<file path="config.mk">
export PLATFORM = sky130hd
export DESIGN_NAME = rv_exec_top
export DESIGN_NICKNAME = d
export VERILOG_FILES = /design/src/rv_exec_pkg.sv /design/src/exec_unit.sv /design/src/imm_gen.sv /design/src/instr_ctl.sv /design/src/rv_exec_top.sv
export VERILOG_INCLUDE_DIRS = /design/src
export SDC_FILE = /design/constraint.sdc
export NUM_CORES = 1
export LEC_CHECK = 0
export CORE_MARGIN = 10
export CORE_UTILIZATION = 67
export DETAILED_ROUTE_END_ITERATION = 10
export DONT_BUFFER_PORTS = 1
export PLACE_DENSITY = 0.83
export SYNTH_ARGS = -nofsm -noshare
export SYNTH_HDL_FRONTEND = slang
export SYNTH_SLANG_ARGS = --single-unit
</file>
<file path="constraint.sdc">
create_clock -name clk -period 1 [get_ports clk]
set_input_delay 0.05 -clock clk [delete_from_list [all_inputs] [get_ports clk]]
set_output_delay 0.05 -clock clk [all_outputs]
set_load 0.03 [all_outputs]
</file>
<file path="src/rv_exec_settings.svh">
`ifndef RV_EXEC_SETTINGS_SVH
`define RV_EXEC_SETTINGS_SVH

// Data path width
`define RV_XLEN 32

// Value of next_pc held in the result register after reset
`define RV_RESET_PC 32'h0000_0000

`endif

</file>
<file path="src/rv_exec_pkg.sv">
`include "rv_exec_settings.svh"

package rv_exec_pkg;

    typedef logic [`RV_XLEN-1:0] word_t;

    typedef enum logic [6:0] {
        OPC_LUI    = 7'b0110111,
        OPC_AUIPC  = 7'b0010111,
        OPC_JAL    = 7'b1101111,
        OPC_JALR   = 7'b1100111,
        OPC_BRANCH = 7'b1100011,
        OPC_LOAD   = 7'b0000011,
        OPC_STORE  = 7'b0100011,
        OPC_OP_IMM = 7'b0010011,
        OPC_OP     = 7'b0110011
    } opcode_e;

    typedef enum logic [3:0] {
        ALU_ADD    = 4'd0,
        ALU_SUB    = 4'd1,
        ALU_AND    = 4'd2,
        ALU_OR     = 4'd3,
        ALU_XOR    = 4'd4,
        ALU_SLL    = 4'd5,
        ALU_SRL    = 4'd6,
        ALU_SRA    = 4'd7,
        ALU_SLT    = 4'd8,
        ALU_SLTU   = 4'd9,
        ALU_PASS_B = 4'd10
    } alu_op_e;

    typedef enum logic [2:0] {
        IMM_I = 3'd0,
        IMM_S = 3'd1,
        IMM_B = 3'd2,
        IMM_U = 3'd3,
        IMM_J = 3'd4
    } imm_sel_e;

    typedef enum logic [2:0] {
        BR_NONE = 3'd0,
        BR_EQ   = 3'd1,
        BR_NE   = 3'd2,
        BR_LT   = 3'd3,
        BR_GE   = 3'd4,
        BR_LTU  = 3'd5,
        BR_GEU  = 3'd6
    } br_op_e;

    typedef enum logic [1:0] {
        WB_ALU = 2'd0,
        WB_PC4 = 2'd1,
        WB_MEM = 2'd2
    } wb_sel_e;

    // Per-format views of the same instruction word
    typedef struct packed {
        logic [6:0] funct7;
        logic [4:0] rs2;
        logic [4:0] rs1;
        logic [2:0] funct3;
        logic [4:0] rd;
        logic [6:0] opcode;
    } instr_r_t;

    typedef struct packed {
        logic [11:0] imm12;
        logic [4:0]  rs1;
        logic [2:0]  funct3;
        logic [4:0]  rd;
        logic [6:0]  opcode;
    } instr_i_t;

    typedef struct packed {
        logic [6:0] imm_hi;
        logic [4:0] rs2;
        logic [4:0] rs1;
        logic [2:0] funct3;
        logic [4:0] imm_lo;
        logic [6:0] opcode;
    } instr_s_t;

    typedef union packed {
        instr_r_t r;
        instr_i_t i;
        instr_s_t s;
    } instr_u;

    typedef struct packed {
        logic     a_sel;
        logic     b_sel;
        alu_op_e  alu_op;
        imm_sel_e imm_sel;
        br_op_e   br_op;
        logic     jump;
        logic     reg_wen;
        logic     mem_wr;
        logic     mem_rd;
        wb_sel_e  wb_sel;
        logic     illegal;
    } ctl_t;

    typedef struct packed {
        logic   valid;
        instr_u instr;
        word_t  pc;
        word_t  rs1_val;
        word_t  rs2_val;
    } exec_req_t;

    typedef struct packed {
        logic       valid;
        word_t      alu_out;
        word_t      wb_data;
        word_t      next_pc;
        logic [4:0] rd;
        logic       reg_wen;
        logic       mem_wr;
        logic       mem_rd;
        logic       illegal;
    } exec_rsp_t;

endpackage

</file>
<file path="src/exec_unit.sv">
`timescale 1ns/1ps
`include "rv_exec_settings.svh"

module exec_unit (
    input  logic                   clk,
    input  logic                   arst_n,
    input  rv_exec_pkg::exec_req_t req,
    input  rv_exec_pkg::ctl_t      ctl,
    input  rv_exec_pkg::word_t     imm,
    output rv_exec_pkg::exec_rsp_t rsp
);

    rv_exec_pkg::word_t op_a;
    rv_exec_pkg::word_t op_b;
    rv_exec_pkg::word_t alu_out;
    rv_exec_pkg::word_t pc4;
    rv_exec_pkg::word_t wb_data;
    rv_exec_pkg::word_t next_pc;
    logic [4:0]         shamt;
    logic               br_taken;

    logic               valid_q;
    logic               reg_wen_q;
    logic               mem_wr_q;
    logic               mem_rd_q;
    logic               illegal_q;
    rv_exec_pkg::word_t next_pc_q;
    rv_exec_pkg::word_t alu_out_q;
    rv_exec_pkg::word_t wb_data_q;
    logic [4:0]         rd_q;

    assign op_a  = ctl.a_sel ? req.pc : req.rs1_val;
    assign op_b  = ctl.b_sel ? imm : req.rs2_val;
    assign shamt = op_b[4:0];
    assign pc4   = req.pc + `RV_XLEN'd4;

    always_comb begin
        case (ctl.alu_op)
            rv_exec_pkg::ALU_ADD:    alu_out = op_a + op_b;
            rv_exec_pkg::ALU_SUB:    alu_out = op_a - op_b;
            rv_exec_pkg::ALU_AND:    alu_out = op_a & op_b;
            rv_exec_pkg::ALU_OR:     alu_out = op_a | op_b;
            rv_exec_pkg::ALU_XOR:    alu_out = op_a ^ op_b;
            rv_exec_pkg::ALU_SLL:    alu_out = op_a << shamt;
            rv_exec_pkg::ALU_SRL:    alu_out = op_a >> shamt;
            rv_exec_pkg::ALU_SRA:    alu_out = $signed(op_a) >>> shamt;
            rv_exec_pkg::ALU_SLT:    alu_out = {{(`RV_XLEN-1){1'b0}}, $signed(op_a) < $signed(op_b)};
            rv_exec_pkg::ALU_SLTU:   alu_out = {{(`RV_XLEN-1){1'b0}}, op_a < op_b};
            rv_exec_pkg::ALU_PASS_B: alu_out = op_b;
            default:                 alu_out = '0;
        endcase
    end

    // Branch compare always works on the register values
    always_comb begin
        case (ctl.br_op)
            rv_exec_pkg::BR_EQ:  br_taken = (req.rs1_val == req.rs2_val);
            rv_exec_pkg::BR_NE:  br_taken = (req.rs1_val != req.rs2_val);
            rv_exec_pkg::BR_LT:  br_taken = $signed(req.rs1_val) < $signed(req.rs2_val);
            rv_exec_pkg::BR_GE:  br_taken = $signed(req.rs1_val) >= $signed(req.rs2_val);
            rv_exec_pkg::BR_LTU: br_taken = req.rs1_val < req.rs2_val;
            rv_exec_pkg::BR_GEU: br_taken = req.rs1_val >= req.rs2_val;
            default:             br_taken = 1'b0;
        endcase
    end

    assign wb_data = (ctl.wb_sel == rv_exec_pkg::WB_PC4) ? pc4 : alu_out;

    // JALR drops bit 0, a JAL target is even anyway
    always_comb begin
        if (ctl.jump) begin
            next_pc = {alu_out[`RV_XLEN-1:1], 1'b0};
        end else if (br_taken) begin
            next_pc = alu_out;
        end else begin
            next_pc = pc4;
        end
    end

    always_ff @(posedge clk or negedge arst_n) begin
        if (!arst_n) begin
            valid_q   <= 1'b0;
            reg_wen_q <= 1'b0;
            mem_wr_q  <= 1'b0;
            mem_rd_q  <= 1'b0;
            illegal_q <= 1'b0;
            next_pc_q <= `RV_RESET_PC;
        end else begin
            valid_q <= req.valid;
            if (req.valid) begin
                reg_wen_q <= ctl.reg_wen;
                mem_wr_q  <= ctl.mem_wr;
                mem_rd_q  <= ctl.mem_rd;
                illegal_q <= ctl.illegal;
                next_pc_q <= next_pc;
            end
        end
    end

    always_ff @(posedge clk) begin
        if (req.valid) begin
            alu_out_q <= alu_out;
            wb_data_q <= wb_data;
            rd_q      <= req.instr.r.rd;
        end
    end

    assign rsp.valid   = valid_q;
    assign rsp.alu_out = alu_out_q;
    assign rsp.wb_data = wb_data_q;
    assign rsp.next_pc = next_pc_q;
    assign rsp.rd      = rd_q;
    assign rsp.reg_wen = reg_wen_q;
    assign rsp.mem_wr  = mem_wr_q;
    assign rsp.mem_rd  = mem_rd_q;
    assign rsp.illegal = illegal_q;

endmodule

</file>
<file path="src/imm_gen.sv">
`timescale 1ns/1ps
`include "rv_exec_settings.svh"

module imm_gen (
    input  rv_exec_pkg::instr_u   instr,
    input  rv_exec_pkg::imm_sel_e imm_sel,
    output rv_exec_pkg::word_t    imm
);

    always_comb begin
        case (imm_sel)
            rv_exec_pkg::IMM_I: begin
                imm = {{(`RV_XLEN-12){instr.i.imm12[11]}}, instr.i.imm12};
            end
            rv_exec_pkg::IMM_S: begin
                imm = {{(`RV_XLEN-12){instr.s.imm_hi[6]}}, instr.s.imm_hi, instr.s.imm_lo};
            end
            // imm[12|10:5] in imm_hi, imm[4:1|11] in imm_lo
            rv_exec_pkg::IMM_B: begin
                imm = {{(`RV_XLEN-12){instr.s.imm_hi[6]}}, instr.s.imm_lo[0],
                       instr.s.imm_hi[5:0], instr.s.imm_lo[4:1], 1'b0};
            end
            rv_exec_pkg::IMM_U: begin
                imm = {{(`RV_XLEN-31){instr.i.imm12[11]}}, instr.i.imm12[10:0],
                       instr.i.rs1, instr.i.funct3, 12'h000};
            end
            // imm[20|10:1|11] in imm12, imm[19:12] in rs1 and funct3
            rv_exec_pkg::IMM_J: begin
                imm = {{(`RV_XLEN-20){instr.i.imm12[11]}}, instr.i.rs1, instr.i.funct3,
                       instr.i.imm12[0], instr.i.imm12[10:1], 1'b0};
            end
            default: imm = '0;
        endcase
    end

endmodule

</file>
<file path="src/instr_ctl.sv">
`timescale 1ns/1ps

module instr_ctl (
    input  rv_exec_pkg::instr_u instr,
    output rv_exec_pkg::ctl_t   ctl
);

    // OP and OP-IMM share the funct3 map, SUB only exists in OP
    function automatic rv_exec_pkg::alu_op_e alu_from_funct3(
        input logic [2:0] funct3,
        input logic       alt,
        input logic       is_reg
    );
        case (funct3)
            3'b000: begin
                if (alt && is_reg) begin
                    alu_from_funct3 = rv_exec_pkg::ALU_SUB;
                end else begin
                    alu_from_funct3 = rv_exec_pkg::ALU_ADD;
                end
            end
            3'b001: alu_from_funct3 = rv_exec_pkg::ALU_SLL;
            3'b010: alu_from_funct3 = rv_exec_pkg::ALU_SLT;
            3'b011: alu_from_funct3 = rv_exec_pkg::ALU_SLTU;
            3'b100: alu_from_funct3 = rv_exec_pkg::ALU_XOR;
            3'b101: alu_from_funct3 = alt ? rv_exec_pkg::ALU_SRA : rv_exec_pkg::ALU_SRL;
            3'b110: alu_from_funct3 = rv_exec_pkg::ALU_OR;
            default: alu_from_funct3 = rv_exec_pkg::ALU_AND;
        endcase
    endfunction

    always_comb begin
        ctl.a_sel   = 1'b0;
        ctl.b_sel   = 1'b1;
        ctl.alu_op  = rv_exec_pkg::ALU_ADD;
        ctl.imm_sel = rv_exec_pkg::IMM_I;
        ctl.br_op   = rv_exec_pkg::BR_NONE;
        ctl.jump    = 1'b0;
        ctl.reg_wen = 1'b0;
        ctl.mem_wr  = 1'b0;
        ctl.mem_rd  = 1'b0;
        ctl.wb_sel  = rv_exec_pkg::WB_ALU;
        ctl.illegal = 1'b0;

        case (instr.r.opcode)
            rv_exec_pkg::OPC_LUI: begin
                ctl.alu_op  = rv_exec_pkg::ALU_PASS_B;
                ctl.imm_sel = rv_exec_pkg::IMM_U;
                ctl.reg_wen = 1'b1;
            end
            rv_exec_pkg::OPC_AUIPC: begin
                ctl.a_sel   = 1'b1;
                ctl.imm_sel = rv_exec_pkg::IMM_U;
                ctl.reg_wen = 1'b1;
            end
            rv_exec_pkg::OPC_JAL: begin
                ctl.a_sel   = 1'b1;
                ctl.imm_sel = rv_exec_pkg::IMM_J;
                ctl.jump    = 1'b1;
                ctl.reg_wen = 1'b1;
                ctl.wb_sel  = rv_exec_pkg::WB_PC4;
            end
            rv_exec_pkg::OPC_JALR: begin
                ctl.jump    = 1'b1;
                ctl.reg_wen = 1'b1;
                ctl.wb_sel  = rv_exec_pkg::WB_PC4;
                ctl.illegal = (instr.r.funct3 != 3'b000);
            end
            rv_exec_pkg::OPC_BRANCH: begin
                // ALU forms the target pc+imm
                ctl.a_sel   = 1'b1;
                ctl.imm_sel = rv_exec_pkg::IMM_B;
                case (instr.r.funct3)
                    3'b000: ctl.br_op = rv_exec_pkg::BR_EQ;
                    3'b001: ctl.br_op = rv_exec_pkg::BR_NE;
                    3'b100: ctl.br_op = rv_exec_pkg::BR_LT;
                    3'b101: ctl.br_op = rv_exec_pkg::BR_GE;
                    3'b110: ctl.br_op = rv_exec_pkg::BR_LTU;
                    3'b111: ctl.br_op = rv_exec_pkg::BR_GEU;
                    default: ctl.illegal = 1'b1;
                endcase
            end
            rv_exec_pkg::OPC_LOAD: begin
                ctl.reg_wen = 1'b1;
                ctl.mem_rd  = 1'b1;
                ctl.wb_sel  = rv_exec_pkg::WB_MEM;
                case (instr.r.funct3)
                    3'b000, 3'b001, 3'b010, 3'b100, 3'b101: ctl.illegal = 1'b0;
                    default: ctl.illegal = 1'b1;
                endcase
            end
            rv_exec_pkg::OPC_STORE: begin
                ctl.imm_sel = rv_exec_pkg::IMM_S;
                ctl.mem_wr  = 1'b1;
                ctl.illegal = (instr.r.funct3 > 3'b010);
            end
            rv_exec_pkg::OPC_OP_IMM: begin
                ctl.alu_op  = alu_from_funct3(instr.r.funct3, instr.r.funct7[5], 1'b0);
                ctl.reg_wen = 1'b1;
            end
            rv_exec_pkg::OPC_OP: begin
                ctl.b_sel   = 1'b0;
                ctl.alu_op  = alu_from_funct3(instr.r.funct3, instr.r.funct7[5], 1'b1);
                ctl.reg_wen = 1'b1;
            end
            default: ctl.illegal = 1'b1;
        endcase

        // Nothing may change state for an illegal word
        if (ctl.illegal) begin
            ctl.br_op   = rv_exec_pkg::BR_NONE;
            ctl.jump    = 1'b0;
            ctl.reg_wen = 1'b0;
            ctl.mem_wr  = 1'b0;
            ctl.mem_rd  = 1'b0;
        end
    end

endmodule

</file>
<file path="src/rv_exec_top.sv">
`timescale 1ns/1ps

module rv_exec_top (
    input  logic                   clk,
    input  logic                   arst_n,
    input  rv_exec_pkg::exec_req_t req,
    output rv_exec_pkg::exec_rsp_t rsp
);

    rv_exec_pkg::ctl_t  ctl;
    rv_exec_pkg::word_t imm;

    instr_ctl u_instr_ctl (
        .instr (req.instr),
        .ctl   (ctl)
    );

    // Format choice comes from the decoder
    imm_gen u_imm_gen (
        .instr   (req.instr),
        .imm_sel (ctl.imm_sel),
        .imm     (imm)
    );

    exec_unit u_exec_unit (
        .clk    (clk),
        .arst_n (arst_n),
        .req    (req),
        .ctl    (ctl),
        .imm    (imm),
        .rsp    (rsp)
    );

endmodule
</file>
==> results of run 1 <==
kinds of logic after synthesis:
| kind of cell | count (synthesis) | synth area share, % |
|---|---|---|
| compound gates | 818 | 32.4 |
| simple gates | 715 | 20.9 |
| buf+inv | 328 | 8.46 |
| fa+ha+maj | 134 | 10.1 |
| mux | 120 | 7.49 |
| flops | 106 | 17.8 |
| xor+xnor | 52 | 2.75 |
cell usage after synthesis, types with 9 or more instances:
master and number:
a211o_1 10, a211oi_1 35, a21o_1 17, a21oi_1 178, a21oi_2 9, a221oi_1 16, a22oi_1 20, a31oi_1 38
and2_1 14, and3_1 34, buf_1 10, buf_2 45, buf_4 17, buf_6 9, clkbuf_1 96, dfrtp_1 37
edfxtp_1 69, ha_1 132, inv_1 137, inv_2 11, mux2_2 12, mux2i_1 99, nand2_1 149, nand2b_1 14
nand3_1 90, nand4_1 48, nor2_1 210, nor2b_1 10, nor3_1 59, nor4_1 15, o211ai_1 41, o21a_1 13
o21ai_0 180, o21ai_1 29, o21bai_1 11, o221ai_1 22, o22ai_1 50, o31ai_1 25, or2_2 10, or3_1 20
xnor2_1 39, xor2_1 12
metrics by stage:
stage          worst slack, ps  utilization [%]  std cells
3_5_place_dp             -3520             91.9       3170
3_3_place_gp             -3080             91.9       3170
2_1_floorplan            -3120                -       2273
==> results_dict.tcl, run 1 <==
set metrics [dict create \
    synthesis.nets 2538 \
    start_util_pct 68.5 \
    h-tree-depth 3 \
    cts_root_buffer "clkbuf_16" \
    error_line "[ERROR DPL-0038] Utilization greater than 100%, impossible to legalize" \
    cts_resized 563 \
    postPlaceCellArea_um2 22500 \
    synthFlopType "edfxtp_1" \
    cts_buffers 9 \
    stop_stage "4_1_cts" \
    gp_routability_congestion 1.47 \
    synth_edf_count 69 \
    synth_top_area_share_pct 12.3 \
    port_buffers 0 \
    syn_area_um2 16800 \
    fp.dieH_um 178 \
    cts_hold_buf 9 \
    ys_seq_area_share_pct 17.8 \
    dp_hpwl_um 84700 \
    ys_ff_latch 106 \
    yosysWarnings 0 \
    postSynthAreaPerCell_um2 7.39 \
    syn_inst 2273 \
    rows 57 \
    cts_sinks 106 \
    synth.distinct_cells 109 \
    cts_buffer_depth 2 \
    synthDominantAreaCellType "edfxtp_1" \
    synth_area_leaders "edfxtp_1 (12%), ha_1 (9.8%), mux2i_1 (5.9%)" \
    ios 237 \
    die_x_um 178 \
    status "stopped before the end" \
    async_flop_share_pct 34.9 \
    post-cts-setup-buffer-count 148 \
]
==> run 2: changes to the inputs <==
CORE_UTILIZATION = 40   (was 67)
PLACE_DENSITY = unset   (was 0.83)
PLACE_DENSITY_LB_ADDON = 0.15   (was unset)
==> run 2 against run 1 <==
The flow now finishes, with violations (hold timing, setup timing). Synthesized area unchanged. Synthesized cell count unchanged.
==> results_dict.tcl, run 2 <==
set metrics [dict create \
    final_nets 3395 \
    dp_hpwl_um 89100 \
    via_count 24700 \
    internal_power_w 0.0158 \
    grt-busiest-layer "met2" \
    routed_via_density 6.72 \
    violations "hold timing, setup timing" \
    rows 75 \
    status "complete, but fails checks" \
    critPathLaunchType "input pin" \
    cts_sinks 106 \
    met1_usage_pct 51.9 \
    grt_pass1_wl_um 161000 \
    hold_viol 85 \
    core_um2 41800 \
    fin_skew_ps 0 \
    p_leak_nw 12.6 \
    postSynthAreaPerCell_um2 7.39 \
    rsz0062_at_grt "true" \
    drc 0 \
    fmax_mhz 258 \
    track_usage_pct 43.1 \
    ant_nets 0 \
    gr-usage-met2_pct 65.1 \
    power.share.switching_pct 44.3 \
    cp.arrival_ps 3990 \
    fp.dieH_um 225 \
    port_buffers 0 \
    synth_top_area_share_pct 12.3 \
    worstPathMaxFanout 12 \
    grtUsageMet3_pct 14.3 \
    gp_routability_congestion 1.12 \
    grt_overflow_total 0 \
    ys_ff_latch 106 \
    async_flop_share_pct 34.9 \
    power_per_cell_area_nw_per_um2 979 \
    p_comb_share_pct 62.8 \
    post_drt_wl_per_cell_um 31.6 \
    die_x_um 225 \
    crit_required_ps 1110 \
    reg_top3 "u_exec_unit.alu_out_q x32, u_exec_unit.next_pc_q x32, u_exec_unit.wb_data_q x32" \
    switchingPower_w 0.0125 \
    ios 237 \
    finalCriticalPeriod_ps 3880 \
    relSlewSlack_pct 9.10 \
    cts_buffers 9 \
    clkPwrFrac_pct 13.1 \
    finish.utilization_pct 69.3 \
    syn_inst 2273 \
    grt_max_degree 111 \
    layout_setup_ws_ps -2880 \
    seq_power_share_pct 24.1 \
    crit_path_end_kind "flop" \
    cts_hold_buf 11 \
    syn_area_um2 16800 \
    clkSlewWorstSetupHoldPaths_ps 70 \
    ys_seq_area_share_pct 17.8 \
    hold_path.class "input pin to flop" \
    dieArea_um2 50600 \
    report.final.slew_viol_count 0 \
    tightest_slew_ps 1360 \
    synthFlopType "edfxtp_1" \
    antenna_found_initial 8 \
    yosysMostFrequentCell "nor2_1" \
    wirelength_um 116000 \
    critPathKind "input pin to flop" \
    most-common-layout-cells "buf_4 (861), nor2_1 (187), nand2_1 (133), a21oi_1 (127), inv_1 (121)" \
    yosysWarnings 0 \
    start_util_pct 40.2 \
    min_period_over_period_pct 388 \
    clk_latency_ps 360 \
    hold_ws_ps -265 \
    synthesis.nets 2538 \
    yosys-top-cells-count "nor2_1 (210), o21ai_0 (180), a21oi_1 (178), nand2_1 (149), inv_1 (137)" \
    cap_violations 0 \
    cts_tree "yes" \
    grt_pass1_vias 23300 \
    drtIter0Drc 3882 \
    setup_violations 101 \
    fillCellCount 3151 \
    cts_root_buffer "clkbuf_16" \
    synth.distinct_cells 109 \
    cts_buffer_depth 2 \
    synth_edf_count 69 \
    drive_gt1_share_pct 48.7 \
    h-tree-depth 3 \
    synthDominantAreaCellType "edfxtp_1" \
    synth_area_leaders "edfxtp_1 (12%), ha_1 (9.8%), mux2i_1 (5.9%)" \
    final_common_cell "buf_4" \
    areaGrowthSynthToFinish_pct 72.1 \
    peakVddDrop_mv 1.60 \
    dr.pass1.iters 6 \
]
==> run 2: cell counts after synthesis <==
No cell type changed its count.
==> run 2: through the flow <==
stage	cell area (µm²)	total power, W	instances	TNS (ps)	worst slack (ps)
2_1_floorplan	17500	0.0133	2273	-250490	-3120
3_3_place_gp	23700	0.0200	3493	-291320	-3480
3_5_place_dp	23700	0.0201	3493	-295400	-3470
4_1_cts	27700	0.0265	3632	-235660	-2710
5_1_grt	28900	0.0290	3675	-253540	-2920
6_report	28900	0.0283	3679	-248000	-2880
==> run 2: final timing paths <==
path / startpoint / endpoint / slack [ps] / cells past startpoint
min reg2reg: u_exec_unit.next_pc_q[9] / u_exec_unit.next_pc_q[9] / 500 / 2
max reg2reg: u_exec_unit.next_pc_q[12] / u_exec_unit.next_pc_q[12] / 10 / 2
max in group asynchronous: arst_n / u_exec_unit.next_pc_q[17] / 600 / 2
min: req[128] / u_exec_unit.valid_q / -260 / 0
min in group asynchronous: arst_n / u_exec_unit.next_pc_q[15] / 190 / 2
max: req[100] / u_exec_unit.wb_data_q[28] / -2880 / 18
==> run 2: logic make-up (layout without fill, tap and decap cells) <==
| kind of cell | Yosys count | count (layout) | share of synthesized area (%) |
|---|---|---|---|
| xor gates and xnor gates | 52 | 52 | 2.75 |
| AOI/OAI and AO/OA | 818 | 818 | 32.4 |
| muxes | 120 | 120 | 7.49 |
| other | 0 | 5 | 0 |
| buffers and inverters | 328 | 1190 | 8.46 |
| and+or+nand+nor | 715 | 715 | 20.9 |
| adders and majority gates | 134 | 134 | 10.1 |
| DFF | 106 | 106 | 17.8 |
==> run 2: area by class of cell <==
class	count	area [µm²]	area share (%)
clock inverters	6	73.8	0.255
clock buffers	10	239	0.826
inverters	150	578	2.00
multi-input cells	1839	15600	53.9
well taps	539	674	2.33
flip-flops and latches	106	3000	10.4
repair buffers	1024	8750	30.3
diodes	5	12.5	0.0433
==> run 2: power groups by stage <==
stage                     Sequential (W)  Combinational, W  Clock, W
after floorplan                  0.00700           0.00627         0
after global placement           0.00690            0.0131         0
after detailed placement         0.00692            0.0132         0
after CTS                        0.00683            0.0160   0.00366
after global routing             0.00687            0.0183   0.00382
final                            0.00682            0.0178   0.00370
==> run 2: repair_timing <==
| action | 4_1_cts | 5_1_grt |
|---|---|---|
| buffers inserted | 120 | 63 |
| hold endpoints to repair | 135 | 85 |
| cloned | 8 | 1 |
| pin swaps | 145 | 123 |
| gates resized for setup | 522 | 202 |
| setup endpoints to repair | 101 | 114 |
==> run 2: critical path: stages <==
cell and delay, ps:
or3b_4 260, buf_6 140, nor2_4 50, or3_4 420
buf_4 180, a31oi_4 330, ha_4 280, buf_6 140
a21oi_2 120, a21oi_1 90, a311o_1 360, o21bai_2 220
a31oi_4 170, a221oi_4 390, o21a_1 220, xnor2_2 140
o221ai_2 140, mux2_4 290
==> run 2: routing by layer <==
| layer | up-vias | routed length, µm |
|---|---|---|
| met5 | - | 46 |
| met1 | 11800 | 41300 |
| met3 | 604 | 17000 |
| met4 | 6 | 9480 |
| li1 | 10300 | - |
| met2 | 2057 | 48400 |
Note: power is estimated with default switching activity, not from simulation.
